==> src/cpu_pkg.sv <==
////////////////////////////////////////////////////////////////////////////
// 8-bit accumulator CPU shared definitions
// data and address widths, program depth, opcode numbering and the
// register-select codes used by IN and OUT
////////////////////////////////////////////////////////////////////////////

`default_nettype none

package cpu_pkg;

  ////////////////////////////////////////////////////////////////////////////
  // widths and sizes
  ////////////////////////////////////////////////////////////////////////////

  localparam int WORD_W     = 8;
  localparam int ADDR_W     = 4;
  localparam int PROG_DEPTH = 16;

  // one data byte or one instruction word
  typedef logic [WORD_W-1:0] word_t;

  // program memory address, also the program counter
  typedef logic [ADDR_W-1:0] addr_t;

  // operand field of an instruction, half a word
  typedef logic [WORD_W/2-1:0] nibble_t;

  ////////////////////////////////////////////////////////////////////////////
  // instruction set
  ////////////////////////////////////////////////////////////////////////////

  // upper nibble of the instruction word
  // codes 12 to 15 are unassigned and behave as NOP
  typedef enum logic [3:0] {
    NOP    = 4'd0,
    LDA_LO = 4'd1,
    LDA_HI = 4'd2,
    LDB_LO = 4'd3,
    LDB_HI = 4'd4,
    LDC_LO = 4'd5,
    LDC_HI = 4'd6,
    ADD    = 4'd7,
    SUB    = 4'd8,
    MUL    = 4'd9,
    OUT    = 4'd10,
    IN     = 4'd11
  } opcode_t;

  // operand values picking a register for IN and OUT
  // anything else turns those two into no-ops
  localparam nibble_t REG_SEL_A = 4'd0;
  localparam nibble_t REG_SEL_B = 4'd1;
  localparam nibble_t REG_SEL_C = 4'd2;

endpackage

`default_nettype wire

==> src/cpu_program_ram.sv <==
////////////////////////////////////////////////////////////////////////////
// program memory
// 16 instruction words, one external write port, one registered read
// port feeding the execute core
////////////////////////////////////////////////////////////////////////////

`default_nettype none

module cpu_program_ram (
  input  wire            clk,
  input  wire            rst_n,
  input  wire            wr_en,
  input  cpu_pkg::addr_t wr_addr,
  input  cpu_pkg::word_t wr_data,
  input  cpu_pkg::addr_t rd_addr,
  output cpu_pkg::word_t rd_data
);

  import cpu_pkg::*;

  // storage, every word a NOP after reset
  word_t mem [PROG_DEPTH];

  ////////////////////////////////////////////////////////////////////////////
  // write port
  ////////////////////////////////////////////////////////////////////////////

  always_ff @(posedge clk) begin
    if (!rst_n) begin
      for (int i = 0; i < PROG_DEPTH; i++) begin
        mem[i] <= '0;
      end
    end else if (wr_en) begin
      mem[wr_addr] <= wr_data;
    end
  end

  ////////////////////////////////////////////////////////////////////////////
  // read port
  ////////////////////////////////////////////////////////////////////////////

  // one cycle of latency from rd_addr to rd_data
  // a write in the same cycle is seen on the following read
  always_ff @(posedge clk) begin
    if (!rst_n) begin
      rd_data <= '0;
    end else begin
      rd_data <= mem[rd_addr];
    end
  end

  ////////////////////////////////////////////////////////////////////////////
  // checks
  ////////////////////////////////////////////////////////////////////////////

  // a write with an unknown address would corrupt the whole program
  wr_addr_known: assert property (
    @(posedge clk) disable iff (!rst_n)
    wr_en |-> !$isunknown(wr_addr)
  ) else $error("program write with unknown address %h", wr_addr);

endmodule

`default_nettype wire

==> src/cpu_fetch.sv <==
////////////////////////////////////////////////////////////////////////////
// instruction fetch
// program counter stepping once per clock while run is high, plus the
// valid flag that marks the memory read data as a live instruction
////////////////////////////////////////////////////////////////////////////

`default_nettype none

module cpu_fetch (
  input  wire            clk,
  input  wire            rst_n,
  input  wire            run,
  output cpu_pkg::addr_t rd_addr,
  output logic           instr_valid
);

  import cpu_pkg::*;

  addr_t pc;

  ////////////////////////////////////////////////////////////////////////////
  // program counter
  ////////////////////////////////////////////////////////////////////////////

  // 4-bit counter wraps 15 -> 0 on its own
  // holds its value while the CPU is stopped
  always_ff @(posedge clk) begin
    if (!rst_n) begin
      pc <= '0;
    end else if (run) begin
      pc <= pc + 1'b1;
    end
  end

  // memory sees the counter directly
  assign rd_addr = pc;

  ////////////////////////////////////////////////////////////////////////////
  // instruction valid
  ////////////////////////////////////////////////////////////////////////////

  // the memory answers one cycle after the address, so run is
  // delayed by the same amount to line up with rd_data
  always_ff @(posedge clk) begin
    if (!rst_n) begin
      instr_valid <= 1'b0;
    end else begin
      instr_valid <= run;
    end
  end

  ////////////////////////////////////////////////////////////////////////////
  // checks
  ////////////////////////////////////////////////////////////////////////////

  // a valid instruction always comes from an address fetched while running
  valid_follows_run: assert property (
    @(posedge clk) disable iff (!rst_n)
    instr_valid |-> $past(run)
  ) else $error("instr_valid high without run in the previous cycle");

endmodule

`default_nettype wire

==> src/cpu_execute.sv <==
////////////////////////////////////////////////////////////////////////////
// execute core
// decodes one instruction per cycle, keeps registers A, B and C, runs
// the add/sub/mul ALU into C and handles the IN and OUT byte paths
////////////////////////////////////////////////////////////////////////////

`default_nettype none

module cpu_execute (
  input  wire            clk,
  input  wire            rst_n,
  input  cpu_pkg::word_t instr,
  input  wire            instr_valid,
  input  cpu_pkg::word_t in_data,
  output cpu_pkg::word_t out_data,
  output logic           out_valid
);

  import cpu_pkg::*;

  // instruction fields
  opcode_t opcode;
  nibble_t operand;

  // architectural registers
  word_t reg_a;
  word_t reg_b;
  word_t reg_c;

  // next-state values
  word_t a_next;
  word_t b_next;
  word_t c_next;

  // register picked by the operand for IN and OUT
  word_t sel_data;
  logic  sel_ok;

  // OUT with a legal operand in this cycle
  logic  out_fire;

  ////////////////////////////////////////////////////////////////////////////
  // decode
  ////////////////////////////////////////////////////////////////////////////

  // codes 12..15 land outside the enum and fall to the default arm
  assign opcode  = opcode_t'(instr[7:4]);
  assign operand = instr[3:0];

  // register select shared by IN and OUT
  always_comb begin
    sel_ok   = 1'b1;
    sel_data = '0;
    case (operand)
      REG_SEL_A: sel_data = reg_a;
      REG_SEL_B: sel_data = reg_b;
      REG_SEL_C: sel_data = reg_c;
      default:   sel_ok   = 1'b0;
    endcase
  end

  assign out_fire = instr_valid && (opcode == OUT) && sel_ok;

  ////////////////////////////////////////////////////////////////////////////
  // next register values
  ////////////////////////////////////////////////////////////////////////////

  always_comb begin
    a_next = reg_a;
    b_next = reg_b;
    c_next = reg_c;

    if (instr_valid) begin
      case (opcode)
        // nibble loads leave the other half alone
        LDA_LO: a_next = {reg_a[7:4], operand};
        LDA_HI: a_next = {operand, reg_a[3:0]};
        LDB_LO: b_next = {reg_b[7:4], operand};
        LDB_HI: b_next = {operand, reg_b[3:0]};
        LDC_LO: c_next = {reg_c[7:4], operand};
        LDC_HI: c_next = {operand, reg_c[3:0]};

        // ALU results truncate to 8 bits, so everything is modulo 256
        ADD: c_next = reg_a + reg_b;
        SUB: c_next = reg_a - reg_b;
        MUL: c_next = reg_a * reg_b;

        // external byte into the selected register
        IN: begin
          case (operand)
            REG_SEL_A: a_next = in_data;
            REG_SEL_B: b_next = in_data;
            REG_SEL_C: c_next = in_data;
            default: begin
              a_next = reg_a;
            end
          endcase
        end

        // NOP, OUT and unassigned codes keep all registers
        default: begin
          c_next = reg_c;
        end
      endcase
    end
  end

  ////////////////////////////////////////////////////////////////////////////
  // registers
  ////////////////////////////////////////////////////////////////////////////

  always_ff @(posedge clk) begin
    if (!rst_n) begin
      reg_a <= '0;
      reg_b <= '0;
      reg_c <= '0;
    end else begin
      reg_a <= a_next;
      reg_b <= b_next;
      reg_c <= c_next;
    end
  end

  ////////////////////////////////////////////////////////////////////////////
  // output path
  ////////////////////////////////////////////////////////////////////////////

  // out_data keeps the last value written by OUT
  // strobe is high for the single cycle after the OUT
  always_ff @(posedge clk) begin
    if (!rst_n) begin
      out_data  <= '0;
      out_valid <= 1'b0;
    end else begin
      out_valid <= out_fire;
      if (out_fire) begin
        out_data <= sel_data;
      end
    end
  end

  ////////////////////////////////////////////////////////////////////////////
  // checks
  ////////////////////////////////////////////////////////////////////////////

  // strobe only after a valid OUT, carrying the register it selected
  out_after_valid_out: assert property (
    @(posedge clk) disable iff (!rst_n)
    out_valid |-> $past(instr_valid) && ($past(instr[7:4]) == OUT) &&
                  (out_data == $past(sel_data))
  ) else $error("out_valid without a preceding OUT, data %h", out_data);

endmodule

`default_nettype wire

==> src/cpu_top.sv <==
////////////////////////////////////////////////////////////////////////////
// 8-bit accumulator CPU top level
// fetch streams the 16-word program memory into the execute core,
// memory is loaded from outside while run is low
////////////////////////////////////////////////////////////////////////////

`default_nettype none

module cpu_top (
  input  wire            clk,
  input  wire            rst_n,
  input  wire            run,
  input  wire            load_en,
  input  cpu_pkg::addr_t load_addr,
  input  cpu_pkg::word_t load_data,
  input  cpu_pkg::word_t in_data,
  output cpu_pkg::word_t out_data,
  output wire            out_valid
);

  import cpu_pkg::*;

  // fetch to memory
  addr_t rd_addr;

  // memory to execute, qualified by instr_valid
  word_t rd_data;
  logic  instr_valid;

  ////////////////////////////////////////////////////////////////////////////
  // instruction fetch
  ////////////////////////////////////////////////////////////////////////////

  cpu_fetch cpu_fetch_inst (
    .clk         (clk),
    .rst_n       (rst_n),
    .run         (run),
    .rd_addr     (rd_addr),
    .instr_valid (instr_valid)
  );

  ////////////////////////////////////////////////////////////////////////////
  // program memory
  ////////////////////////////////////////////////////////////////////////////

  // external load port goes straight to the write side
  cpu_program_ram cpu_program_ram_inst (
    .clk     (clk),
    .rst_n   (rst_n),
    .wr_en   (load_en),
    .wr_addr (load_addr),
    .wr_data (load_data),
    .rd_addr (rd_addr),
    .rd_data (rd_data)
  );

  ////////////////////////////////////////////////////////////////////////////
  // execute core
  ////////////////////////////////////////////////////////////////////////////

  // no back-pressure, one instruction accepted per cycle
  cpu_execute cpu_execute_inst (
    .clk         (clk),
    .rst_n       (rst_n),
    .instr       (rd_data),
    .instr_valid (instr_valid),
    .in_data     (in_data),
    .out_data    (out_data),
    .out_valid   (out_valid)
  );

endmodule

`default_nettype wire

==> config.mk <==
export PLATFORM = sky130hd
export DESIGN_NAME = cpu_top
export DESIGN_NICKNAME = d
export VERILOG_FILES = /design/src/cpu_pkg.sv /design/src/cpu_program_ram.sv /design/src/cpu_fetch.sv /design/src/cpu_execute.sv /design/src/cpu_top.sv
export SDC_FILE = /design/constraint.sdc
export NUM_CORES = 1
export LEC_CHECK = 0
export BUFFER_PORTS_ARGS = -buffer_cell sky130_fd_sc_hd__buf_2
export CORE_ASPECT_RATIO = 1.4
export CORE_MARGIN = 4
export CORE_UTILIZATION = 45
export CTS_CLUSTER_SIZE = 25
export DETAILED_ROUTE_END_ITERATION = 7
export SYNTH_ARGS = -nofsm -noshare
export SYNTH_HDL_FRONTEND = slang
export SYNTH_SLANG_ARGS = --single-unit
==> constraint.sdc <==
create_clock -name clk -period 5.2 [get_ports clk]
set_clock_uncertainty 0.15 [all_clocks]
set_input_delay 1.04 -clock clk [delete_from_list [all_inputs] [get_ports clk]]
set_output_delay 1.04 -clock clk [all_outputs]
set_load 0.03 [all_outputs]
# Word level (Yosys, flattened, before mapping)
# Memories as Yosys holds them, arrays and structs flattened. A register that Yosys moved wholly into a read port is not among the register bits.
# Index checks and enable logic that the tools add are counted.
dict set report classes {
  div_mod_pow 0
  n_eq_ne 16
  addsub 3
  n_shift 0
  mux 15
  bitwise_logic 6
  reduce_logical 18
  order_cmp 0
  multipliers 1
}
# op n
set op_table {}
lappend op_table {{$pmux 8 s3} 3}
lappend op_table {{$pmux 8 s6} 1}
lappend op_table {{$mux 8} 4}
lappend op_table {{$reduce_and 4->1} 6}
lappend op_table {{$eq 4x3->1 const B} 4}
lappend op_table {{$eq 4x4->1 const B} 4}
lappend op_table {{$eq 4x2->1 const B} 3}
lappend op_table {{$reduce_bool 5->1} 2}
lappend op_table {{$add 8x8->8} 1}
lappend op_table {{$eq 4x1->1 const B} 2}
lappend op_table {{$mul 8x8->8} 1}
lappend op_table {{$reduce_bool 2->1} 4}
lappend op_table {{$reduce_or 8->1} 1}
lappend op_table {{$sub 8x8->8} 1}
lappend op_table {{$mux 1} 6}
lappend op_table {{$not 1->1} 6}
lappend op_table {{$add 4x1->4 const B} 1}
lappend op_table {{$logic_not 4->1} 1}
lappend op_table {{$mux 4} 1}
lappend op_table {{$ne 2x2->1 const B} 2}
lappend op_table {{$reduce_or 3->1} 1}
lappend op_table {{$logic_and 1x1->1} 2}
lappend op_table {{$ne 2x1->1 const B} 1}
lappend op_table {{$logic_not 1->1} 1}
dict set report totals {
  inputBits 24
  word_cells 70
  latch_bits 0
  ff_bits 38
  mem_count 1
  out_inout_bits 9
  mem_bits_rw 128
  rom_bits 0
}
# name depth width read_ports rd_ports_with_merged_regs write_ports line
set memory_table {}
lappend memory_table {cpu_program_ram_inst.mem 16 8 1 1 16 cpu_program_ram.sv:22} ;# word_t mem [PROG_DEPTH];

# Depth between registers and ports, before layout
# Gate-level depths: netlist (run 1).
dict set report depth {
  ltp_word 5
  ltp_mapped 16
  mapped_depth_nobuf 15
}

# By module
# From an unflattened synthesis (run 1), not the netlist that was laid out.
dict set report unflattened {
  hier_cells 873
  area_unflattened_um2 9584.2
}
# mod cells_each area_each_um2 instances seq_area_each_um2
set by_module_without_submodules {}
lappend by_module_without_submodules {cpu_program_ram 449 6211.0 1 4003.8}
lappend by_module_without_submodules {cpu_execute 406 3169.3 1 660.6}
lappend by_module_without_submodules {cpu_fetch 18 203.9 1 100.1}

# Worst setup path after synthesis (run 1)
# OpenSTA, ideal clock, no wires.
dict set report synth_timing {
  kind {flip-flop to flip-flop}
  start {register cpu_execute_inst.reg_b[3]}
  end {register cpu_execute_inst.reg_c[7]}
  n_path_buf 1
  stages_incl_launch_ff 16
  required_time_ns 4.931
  synth_period_minus_slack_ns 3.966
  slack_ns 1.234
  arrival_ns 3.697
  setup_time_ns 0.119
  cell_sequence {dfxtp_1 > clkbuf_1 > nand2_1 > fa_1 > fa_1 > inv_1 > fa_1 > inv_1 > fa_1 > inv_1 > ha_1 > a21oi_1 > xnor2_1 > xnor2_1 > o2111ai_1 > o221a_1}
}
dict set report synth_between {
  elab_chain_len 2
  elab_cells_between_ends 4
  cone_classes {2 x add/sub; 1 x mul; 1 x mux}
}
# element line
set synth_lines {}
lappend synth_lines {{start: declaration} cpu_execute.sv:27} ;# word_t reg_b;
lappend synth_lines {{start signal: assignment} cpu_execute.sv:119} ;# reg_b <= b_next;
lappend synth_lines {{$mul 8x8->8, or another cell as far along} cpu_execute.sv:86} ;# MUL: c_next = reg_a * reg_b;
lappend synth_lines {{$pmux 8 s6 (*)} cpu_execute.sv:74} ;# case (opcode)
lappend synth_lines {{end signal: assignment} cpu_execute.sv:120} ;# reg_c <= c_next;
lappend synth_lines {{end: declaration} cpu_execute.sv:28} ;# word_t reg_c;
# Mark *: on every way between the ends. The rest lies on a longest branch, timed or not.
# A chain may end at the register's enable or synchronous reset.

# Worst setup path after layout (run 1)
# Same ends and word-level chain as after synthesis.

==> results of run 1 <==
-- worst paths after layout --
check / endpoint / slack (ps) / cells past startpoint
setup / recovery: cpu_execute_inst.reg_c[7] / 1040 / 14
hold reg to reg: cpu_execute_inst.out_data[3] / 350 / 1
setup reg to reg: cpu_execute_inst.reg_c[7] / 1040 / 14
hold / removal: cpu_execute_inst.out_data[3] / 350 / 1
-- final cells by class --
type / instances / area share [%]
clock buffers: 18 / 4.11
clock inverters: 14 / 1.49
inverters: 34 / 1.22
multi-input cells: 511 / 41.4
flip-flops and latches: 174 / 45.7
well taps: 256 / 3.07
repair buffers: 52 / 2.97
-- flip-flops by register name, indices dropped and copies added, names as in the netlist --
register,flops
cpu_program_ram_inst.mem,128
cpu_execute_inst.out_data,8
cpu_execute_inst.reg_a,8
cpu_execute_inst.reg_b,8
cpu_execute_inst.reg_c,8
cpu_program_ram_inst.rd_data,8
cpu_fetch_inst.rd_addr,4
cpu_execute_inst.out_valid,1
cpu_fetch_inst.instr_valid,1
-- Yosys cell counts (all sizes together) (10+ instances only) --
cell type,number
a21oi,20
xnor2,21
nand2,52
dfxtp,46
a222oi,13
a22oi,10
clkbuf,17
nand2b,10
nor3,12
o211a,19
edfxtp,128
fa,13
nor2,32
mux4,40
ha,26
nor2b,10
buf,26
inv,34
o21ai,22
and2,159
-- power by group through the flow --
stage / sequential, mW / combinational, mW / clock, mW
after floorplan: 1.61 / 0.256 / 0
after global placement: 1.64 / 0.326 / 0
after detailed placement: 1.64 / 0.331 / 0
after CTS: 1.61 / 0.332 / 1.28
after global routing: 1.62 / 0.352 / 1.34
final: 1.61 / 0.329 / 1.26
-- worst max-delay path, delay by kind of cell, from the launching register on --
kind                       cells  cell delay (ps)
AOI/OAI and AO/OA              3              530
xor gates and xnor gates       2              340
adders and majority gates      5             2210
buffers and inverters          3              150
DFF                            1              550
and+or+nand+nor                1              130
-- stage by stage --
| step | hold WS, ps | instances | area (sq um) | setup WS [ps] |
|---|---|---|---|---|
| 6_report | 347 | 1059 | 10400 | 1040 |
| 5_1_grt | 373 | 1059 | 10400 | 805 |
| 4_1_cts | 349 | 1059 | 10400 | 1020 |
| 3_5_place_dp | 333 | 1027 | 9850 | 1020 |
| 3_3_place_gp | 325 | 1027 | 9850 | 1140 |
| 2_1_floorplan | 321 | 762 | 9500 | 1230 |
-- per-layer routing --
metal | global-route usage, % | up-vias
li1 | - | 2823
met4 | 9.30 | 0
met3 | 3.00 | 58
met2 | 37.8 | 199
met5 | 0 | -
met1 | 22.9 | 3048
-- logic make-up (layout without fill, tap and decap cells) --
group,Yosys count,count (layout),synth area share (%)
AOI/OAI and AO/OA,111,111,8.62
xor gates and xnor gates,29,29,2.67
adders and majority gates,39,39,6.17
buffers and inverters,77,118,4.28
DFF,174,174,50.2
muxes,42,42,10.3
and+or+nand+nor,290,290,17.8
==> impl_metrics.yaml, run 1 <==
power_and_ir_drop:
  p_int_mw: 2.38
  clockPowerShare_pct: 39.3
  swShare_pct: 25.5
  p_leak_nw: 4.03
  seqPwrFrac_pct: 50.4
  vdd_drop_max_uv: 243
  power_density_nw_per_um2: 306
  power.total_mw: 3.20
  comb_power_share_pct: 10.3
  p_sw_uw: 814
clocking:
  htreeDepth: 4
  postCtsSetupBuffers: 0
  clockBufferDepth: 2
  ctsHoldBuffers: 0
  cts_made_buffers: 17
  insertion_delay_ps: 430
  clock-sinks: 174
  clk_pin_slew_ps: 70
  cts_tree: "yes"
  cts_resized: 0
  cts-root-buf: "clkbuf_16"
global_routing:
  antenna_found_initial: 0
  grt_pass1_vias: 6375
  overflow: 0
  grt_util_all_layers_pct: 20.6
  grt_max_degree: 39
  grt_pass1_wl_microns: 36300
logic_synthesis:
  seq_area_frac_synth_pct: 50.2
  ys.flop_type: "edfxtp_1"
  synth_edf_count: 128
  yosysWarnings: 0
  syn_avg_cell_area_sq_um: 12.5
  synth-seq-cells: 174
  ys_types: 53
  synth.net_count: 825
  syn_inst: 762
  yosysTopAreaCell: "edfxtp_1"
  ys_top_cells_by_area: "edfxtp_1 (40%), and2_1 (10%), dfxtp_1 (9.7%)"
  async_reset_ff_share_pct: 0
  syn_area_sq_um: 9500
  yosysTopAreaCellShare_pct: 40.5
timing:
  rsz0062_at_grt: "no"
  slew_violations: 0
  fin_crit_sh_pct: 80.0
  hold_viol_final: 0
  worst_pin_slew_ps: 972
  finalSetupViolations: 0
  min_period_ps: 4160
  max-slew-margin-rel_pct: 34.9
  final.setup.tns_ps: 0
  max_clock_freq_mhz: 240
worst_setup_path:
  crit_required_ps: 5370
  critPathSlowestCell: "dfxtp_1"
  path_max_fanout: 10
  critPathMaxStageDelay_ps: 550
  crit_chain: "nand2_1, fa_1, fa_1, inv_1, fa_1, inv_1, fa_1, inv_1, ha_1, a21oi_1, xnor2_1, xnor2_1, o2111ai_1, o221a_1"
  rr_startpoint: "cpu_execute_inst.reg_b[3]"
  worst_setup_path_start_kind: "flop"
  endpoint_kind: "flop"
  arrival_ps: 4330
  critPathKind: "reg2reg"
  crit_start: "cpu_execute_inst.reg_b[3]"
  cpMostUsedCell: "fa_1"
die:
  start_util_pct: 46.0
  die_y_microns: 180
  die_area_sq_um: 23500
  core-area_sq_um: 20600
  row_count: 62
  die_w_microns: 131
  io_pins: 33
route:
  drt-initial-drc-count: 485
  routedWlPerCell_microns: 22.0
  met2_length_microns: 12700
  met1Wirelength_microns: 8770
  vias_per_cell: 5.79
  dr.pass1.iters: 8
  drt_wl_total_microns: 23300
  drc: 0
  topRoutingLayerUsed: "met4"
  via_count: 6128
  drtAntennaViolNets: 0
  dr_wl_met3_microns: 826
finish:
  nets: 853
  fillers: 1820
  fin_util_pct: 50.6
  area_delta_synth_final_pct: 9.87
  register_area_sq_um: 4770
  final_common_cell: "and2_1"
  diodes: 0
  final_cell_mix: "and2_1 (158), edfxtp_1 (128), nand2_1 (52), dfxtp_1 (45), inv_1 (34)"
  drive_gt1_share_pct: 14.9
  multiInputGateArea_sq_um: 4320
min_path:
  min_from: "cpu_execute_inst.out_data[3]"
  hp-class: "reg2reg"
placement:
  port_buffers: 32
  dp_hpwl_microns: 16800
  place_congestion: 0.891
flow_run:
  drv_cap: 0
outcome:
  outcome: "finished, final reports clean"
No activity file was read; power rests on OpenSTA's default activity.
==> inputs of run 2 (changes only) <==
--- a/config.mk
+++ b/config.mk
@@ -5,6 +5,7 @@
 export SDC_FILE = /design/constraint.sdc
 export NUM_CORES = 1
 export LEC_CHECK = 0
+export ABC_AREA = 1
 export BUFFER_PORTS_ARGS = -buffer_cell sky130_fd_sc_hd__buf_2
 export CORE_ASPECT_RATIO = 1.4
 export CORE_MARGIN = 4
==> constraint.sdc (replaced) <==
create_clock -name clk -period 3.6 [get_ports clk]
set_clock_uncertainty 0.15 [all_clocks]
set_input_delay 0.72 -clock clk [delete_from_list [all_inputs] [get_ports clk]]
set_output_delay 0.72 -clock clk [all_outputs]
set_load 0.03 [all_outputs]
==> run 2 against run 1 <==
Sequential power rose by 43%. Register-to-register slack worse by 1000 ps. Final area decreased by 0.56%. Maximum frequency increased by 17%. Non-clock buffer count up 4. Global-route usage up 2.6 points. Via count grew 22%. Largest cell class unchanged.
==> impl_metrics.yaml, run 2 <==
die:
  die_y_microns: 178
  core-area_sq_um: 20100
  io_pins: 33
  row_count: 61
  die_area_sq_um: 23000
  die_w_microns: 129
  start_util_pct: 46.2
clocking:
  clock-sinks: 174
  clockBufferDepth: 2
  insertion_delay_ps: 430
  clk_pin_slew_ps: 70
  cts_tree: "yes"
  ctsHoldBuffers: 0
  postCtsSetupBuffers: 0
  cts-root-buf: "clkbuf_16"
  cts_made_buffers: 17
  htreeDepth: 4
route:
  via_count: 7458
  drt-initial-drc-count: 432
  dr.pass1.iters: 6
  drt_wl_total_microns: 25600
  routedWlPerCell_microns: 19.0
  drtAntennaViolNets: 0
  vias_per_cell: 5.52
  drc: 0
logic_synthesis:
  synth-adder-area-share_pct: 6.31
  seq_area_frac_synth_pct: 51.3
  ys_types: 43
  syn_inst: 1056
  yosysWarnings: 0
  synth-seq-cells: 174
  synth_xor_area_share_pct: 1.23
  syn_avg_cell_area_sq_um: 8.79
  yosysTopAreaCellShare_pct: 41.4
  synth_compound_area_share_pct: 14.8
  yosysTopAreaCell: "edfxtp_1"
  synth.net_count: 1119
  synth_top_family_by_area: "simple AND/OR/NAND/NOR gates"
  ys.flop_type: "edfxtp_1"
  synthMuxAreaShare_pct: 0
  async_reset_ff_share_pct: 0
  synth_most_common_cell: "nor2_1"
  ys_top_cells_by_area: "edfxtp_1 (41%), dfxtp_1 (9.9%), nor2_1 (8.8%)"
  yosys.area_share.simple_pct: 18.8
  synthTopCellsByCount: "nor2_1 (218), nand2_1 (130), edfxtp_1 (128)"
  syn_area_sq_um: 9280
  synth_edf_count: 128
timing:
  max-slew-margin-rel_pct: 24.2
  fin_crit_sh_pct: 99.1
  max_clock_freq_mhz: 280
  final.setup.tns_ps: 0
  min_period_ps: 3570
  worst_pin_slew_ps: 1140
  slew_violations: 0
  hold_viol_final: 0
  finalSetupViolations: 0
  rsz0062_at_grt: "yes"
power_and_ir_drop:
  p_int_mw: 3.39
  clockPowerShare_pct: 38.9
  p_leak_nw: 4.33
  comb_power_share_pct: 11.2
  vdd_drop_max_uv: 305
  p_sw_mw: 1.22
  swShare_pct: 26.5
  seqPwrFrac_pct: 49.8
  power_density_nw_per_um2: 445
worst_setup_path:
  crit_end: "cpu_execute_inst.reg_c[7]"
  arrival_ps: 3740
  critPathSlowestCell: "fa_1"
  endpoint_kind: "flop"
  rr_startpoint: "cpu_execute_inst.reg_a[1]"
  critPathKind: "reg2reg"
  crit_start: "cpu_execute_inst.reg_a[1]"
  crit_chain: "nand2_2, fa_2, fa_1, inv_2, fa_1, inv_1, fa_1, inv_2, ha_4, a21o_1, a31oi_2, nand3_1, nand3_1, nand3_1, nand2_1, inv_1"
  r2r_end: "cpu_execute_inst.reg_c[7]"
  critPathMaxStageDelay_ps: 520
  worst_setup_path_start_kind: "flop"
  r2r_slack_ps: 30
  path_max_fanout: 3
  ff2ff_path_depth: 16
  crit_required_ps: 3770
global_routing:
  grt_util_met2_pct: 42.4
  grt_pass1_wl_microns: 40100
  antenna_found_initial: 0
  grt_pass1_vias: 7515
  overflow: 0
  top_usage_layer: "met2"
  use_met1_pct: 25.4
  grt_util_all_layers_pct: 23.2
  grt_max_degree: 68
  grt_use_met3_pct: 3.07
finish:
  area_delta_synth_final_pct: 11.8
  nets: 1149
  largest_register: "cpu_program_ram_inst.mem"
  drive_gt1_share_pct: 13.1
  final_common_cell: "nor2_1"
  fin_util_pct: 51.7
  diodes: 0
  largest_register_ffs: 128
  final_cell_mix: "nor2_1 (218), nand2_1 (128), edfxtp_1 (128), inv_1 (123), o21ai_0 (117)"
min_path:
  hp-class: "reg2reg"
flow_run:
  drv_cap: 0
placement:
  place_congestion: 0.940
  dp_hpwl_microns: 18400
  port_buffers: 32
outcome:
  outcome: "finished, final reports clean"
-- run 2: changes by cell type in the layout (fill, tap and decap cells not counted), sizes merged, moves of 15 or more --
cell,previous run,this run
a21oi,20,45
and2,159,0
inv,40,138
mux4,40,0
nand2,52,148
nand3,2,30
nor2,32,223
o211a,19,0
o21ai,22,118
o221ai,0,23
o22ai,0,17
xnor2,21,6
-- run 2: worst min-delay path by stage --
| stage | startpoint | endpoint | slack (ps) | cells past startpoint |
|---|---|---|---|---|
| 3_5_place_dp | cpu_execute_inst.reg_c[3] | cpu_execute_inst.reg_c[3] | 320 | 2 |
| 2_1_floorplan | cpu_execute_inst.reg_c[3] | cpu_execute_inst.reg_c[3] | 290 | 2 |
| 3_3_place_gp | cpu_execute_inst.reg_c[3] | cpu_execute_inst.reg_c[3] | 310 | 2 |
| 5_1_grt | cpu_execute_inst.reg_c[3] | cpu_execute_inst.reg_c[3] | 350 | 2 |
| 4_1_cts | cpu_execute_inst.reg_c[3] | cpu_execute_inst.reg_c[3] | 320 | 2 |
| 6_report | cpu_execute_inst.reg_c[3] | cpu_execute_inst.reg_c[3] | 330 | 2 |
-- run 2: timing repair --
| action | CTS | global route |
|---|---|---|
| pin swaps | 1 | 4 |
| resized for setup | 9 | 7 |
| setup endpoints to repair | 3 | 3 |
| endpoints found under the hold margin | 0 | 0 |
-- run 2: final cells by class --
| class | count | area (sq um) |
|---|---|---|
| well taps | 252 | 315 |
| clock inverters | 11 | 92.6 |
| inverters | 133 | 500 |
| repair buffers | 56 | 344 |
| clock buffers | 21 | 483 |
| fillers | 1931 | 9700 |
| flip-flops and latches | 174 | 4770 |
| multi-input cells | 704 | 3860 |
-- run 2: worst max-delay path: cells and delay by family, from the launching register on --
family | cells | cell delay (ps)
buf+inv | 4 | 180
compound gates | 2 | 330
simple gates | 5 | 370
flops | 1 | 330
fa+ha+maj | 5 | 2110
-- run 2: metrics by stage --
stage | hold slack (ps) | setup slack [ps] | power, mW | cells | instance area [sq um]
6_report | 325 | 32.0 | 4.61 | 1351 | 10400
5_1_grt | 352 | -155 | 4.78 | 1351 | 10400
4_1_cts | 324 | -2.01 | 4.63 | 1351 | 10300
3_5_place_dp | 315 | -42.1 | 2.86 | 1319 | 9750
3_3_place_gp | 307 | -15.4 | 2.85 | 1319 | 9750
2_1_floorplan | 294 | 2.45 | 2.68 | 1056 | 9310
-- run 2: logic make-up (layout without fill, tap and decap cells) --
group / count (synthesis) / in the layout
adders and majority gates: 39 / 39
DFF: 174 / 174
xor gates and xnor gates: 13 / 13
AOI/OAI and AO/OA: 234 / 234
buffers and inverters: 178 / 221
and+or+nand+nor: 418 / 418
-- run 2: routing by layer --
layer	vias to the layer above	share of wire [%]
met5	-	0
met4	0	5.6
met3	70	3.4
met2	195	54
met1	3573	37
li1	3620	-
-- run 2: power by group through the flow --
stage	registers (mW)	clock network [mW]	logic [mW]
final	2.30	1.80	0.519
after global routing	2.31	1.90	0.574
after CTS	2.30	1.81	0.517
after detailed placement	2.34	0	0.514
after global placement	2.34	0	0.511
after floorplan	2.33	0	0.349
==> inputs of run 3 (changes only) <==
==> constraint.sdc (replaced) <==
create_clock -name clk -period 3.6 [get_ports clk]
set_clock_uncertainty 0.15 [all_clocks]
set_input_delay 0.18 -clock clk [delete_from_list [all_inputs] [get_ports clk]]
set_output_delay 0.18 -clock clk [all_outputs]
set_load 0.03 [all_outputs]
==> run 3 against run 2 <==
The run now ends with negative setup slack left. Sequential power about the same. Sequential share of layout area fell by 0.32 points. Routed wire length down 1.7%. Clock power is essentially flat. Total power shrank 0.44%. Largest power group unchanged.
==> impl_metrics.yaml, run 3 (synthesis gave the netlist of run 2 again) <==
finish:
  multiInputGateArea_sq_um: 3880
  finalNonFillerCells: 1358
  area_delta_synth_final_pct: 12.6
  drive_gt1_share_pct: 13.8
  register_area_sq_um: 4770
  post-route-cell-area_sq_um: 10400
  nets: 1156
  largest_register: "cpu_program_ram_inst.mem"
  fin_util_pct: 52.0
  largest_register_ffs: 128
  final_common_cell: "nor2_1"
  fillers: 1924
  final_cell_mix: "nor2_1 (218), edfxtp_1 (128), nand2_1 (127), inv_1 (122), o21ai_0 (117)"
  diodes: 0
global_routing:
  antenna_found_initial: 0
  grt_pass1_vias: 7327
  overflow: 0
  grt_pass1_wl_microns: 39500
  grt_max_degree: 68
  grt_util_all_layers_pct: 22.5
route:
  routedWlPerCell_microns: 18.5
  drtAntennaViolNets: 0
  drt-initial-drc-count: 420
  dr.pass1.iters: 5
  drc: 0
  drt_wl_total_microns: 25200
  via_count: 7398
  vias_per_cell: 5.45
outcome:
  outcome: "finished, violations left"
  failed_checks: "negative setup slack"
min_path:
  hp-class: "in2reg"
  hold_depth: 3
die:
  core-area_sq_um: 20100
  start_util_pct: 46.2
  die_y_microns: 178
  row_count: 61
  io_pins: 33
  die_area_sq_um: 23000
  die_w_microns: 129
timing:
  hold_viol_final: 0
  slew_violations: 0
  worst_slack_ps: -38.2
  max_clock_freq_mhz: 275
  rsz0062_at_grt: "yes"
  max-slew-margin-rel_pct: 24.9
  holdWs_ps: 15.8
  final.setup.tns_ps: -38.2
  worst_pin_slew_ps: 1130
  min_period_ps: 3640
  finalSetupViolations: 1
  fin_crit_sh_pct: 101
worst_setup_path:
  ff2ff_path_depth: 17
  arrival_ps: 3810
  crit_required_ps: 3770
  critPathSlowestCell: "fa_1"
  path_max_fanout: 3
  critPathBufInv: 5
  rr_startpoint: "cpu_execute_inst.reg_a[2]"
  crit_cells: 17
  crit_chain: "buf_6, nand2_2, inv_2, fa_1, ha_4, fa_1, inv_2, fa_1, inv_2, ha_4, a21o_1, a31oi_2, nand3_1, nand3_1, nand3_1, nand2_1, inv_1"
  crit_family: "adder cells"
  r2r_end: "cpu_execute_inst.reg_c[7]"
  r2r_slack_ps: -40
  endpoint_kind: "flop"
  crit_end: "cpu_execute_inst.reg_c[7]"
  critPathMaxStageDelay_ps: 570
  worst_setup_path_start_kind: "flop"
  critPathKind: "reg2reg"
  crit_start: "cpu_execute_inst.reg_a[2]"
placement:
  post_dp_cell_area_sq_um: 9750
  dp_hpwl_microns: 18300
  place_congestion: 0.934
  pre_cts_slack_ps: -101
  dpl.cell_count: 1319
  port_buffers: 32
clocking:
  cts_tree: "yes"
  clockBufferDepth: 2
  clk_pin_slew_ps: 70
  cts_made_buffers: 17
  insertion_delay_ps: 420
  cts-root-buf: "clkbuf_16"
  htreeDepth: 4
  clock-sinks: 174
power_and_ir_drop:
  power_density_nw_per_um2: 440
  p_leak_nw: 4.36
  power.total_mw: 4.59
  vdd_drop_max_uv: 352
flow_run:
  drv_cap: 0
-- run 3: how the worst min path moves through the flow --
stage                                    from                    endpoint  slack, ps
detailed placement  cpu_execute_inst.reg_c[3]   cpu_execute_inst.reg_c[3]        320
finish                             in_data[2]   cpu_execute_inst.reg_c[2]         20
CTS                                in_data[1]   cpu_execute_inst.reg_c[1]         20
global placement    cpu_execute_inst.reg_c[3]   cpu_execute_inst.reg_c[3]        310
floorplan                                 run  cpu_fetch_inst.instr_valid        120
global route                       in_data[2]   cpu_execute_inst.reg_c[2]         10
-- run 3: what timing repair did --
item | 4_1_cts | 5_1_grt
hold buffers | 1 | 0
endpoints found under the hold margin | 4 | 0
gates cloned | 0 | 0
resized for setup | 17 | 6
buffers inserted | 6 | 0
pin swaps | 13 | 2
endpoints found under the setup margin | 3 | 3
-- run 3: report_power, final --
part / switching (mW) / internal (mW)
clock network: 0.802 / 0.973
registers: 0.0433 / 2.26
logic: 0.369 / 0.150
-- run 3: per-layer routing --
metal  track usage (%)  vias up  routed length (microns)
li1                  -     3626                        -
met1              24.8     3532                     9530
met2              41.6      177                    13600
met3              3.22       63                      822
met4              11.2        0                     1220
met5                 0        -                        0
-- run 3: cell type report --
cell class | count | area share, %
Clock buffer | 19 | 4.14
Inverter | 133 | 4.79
Tap cell | 252 | 3.02
Timing Repair Buffer | 63 | 3.96
Clock inverter | 13 | 1.25
Multi-Input combinational cell | 704 | 37.1
Sequential cell | 174 | 45.7
-- run 3: worst register-to-register path, stage by stage (launching register included) --
cell	delay, ps
dfxtp_2	330
buf_6	110
nand2_2	50
inv_2	40
fa_1	570
ha_4	210
fa_1	540
inv_2	50
fa_1	510
inv_2	50
ha_4	240
a21o_1	170
a31oi_2	190
nand3_1	100
nand3_1	80
nand3_1	70
nand2_1	60
inv_1	30
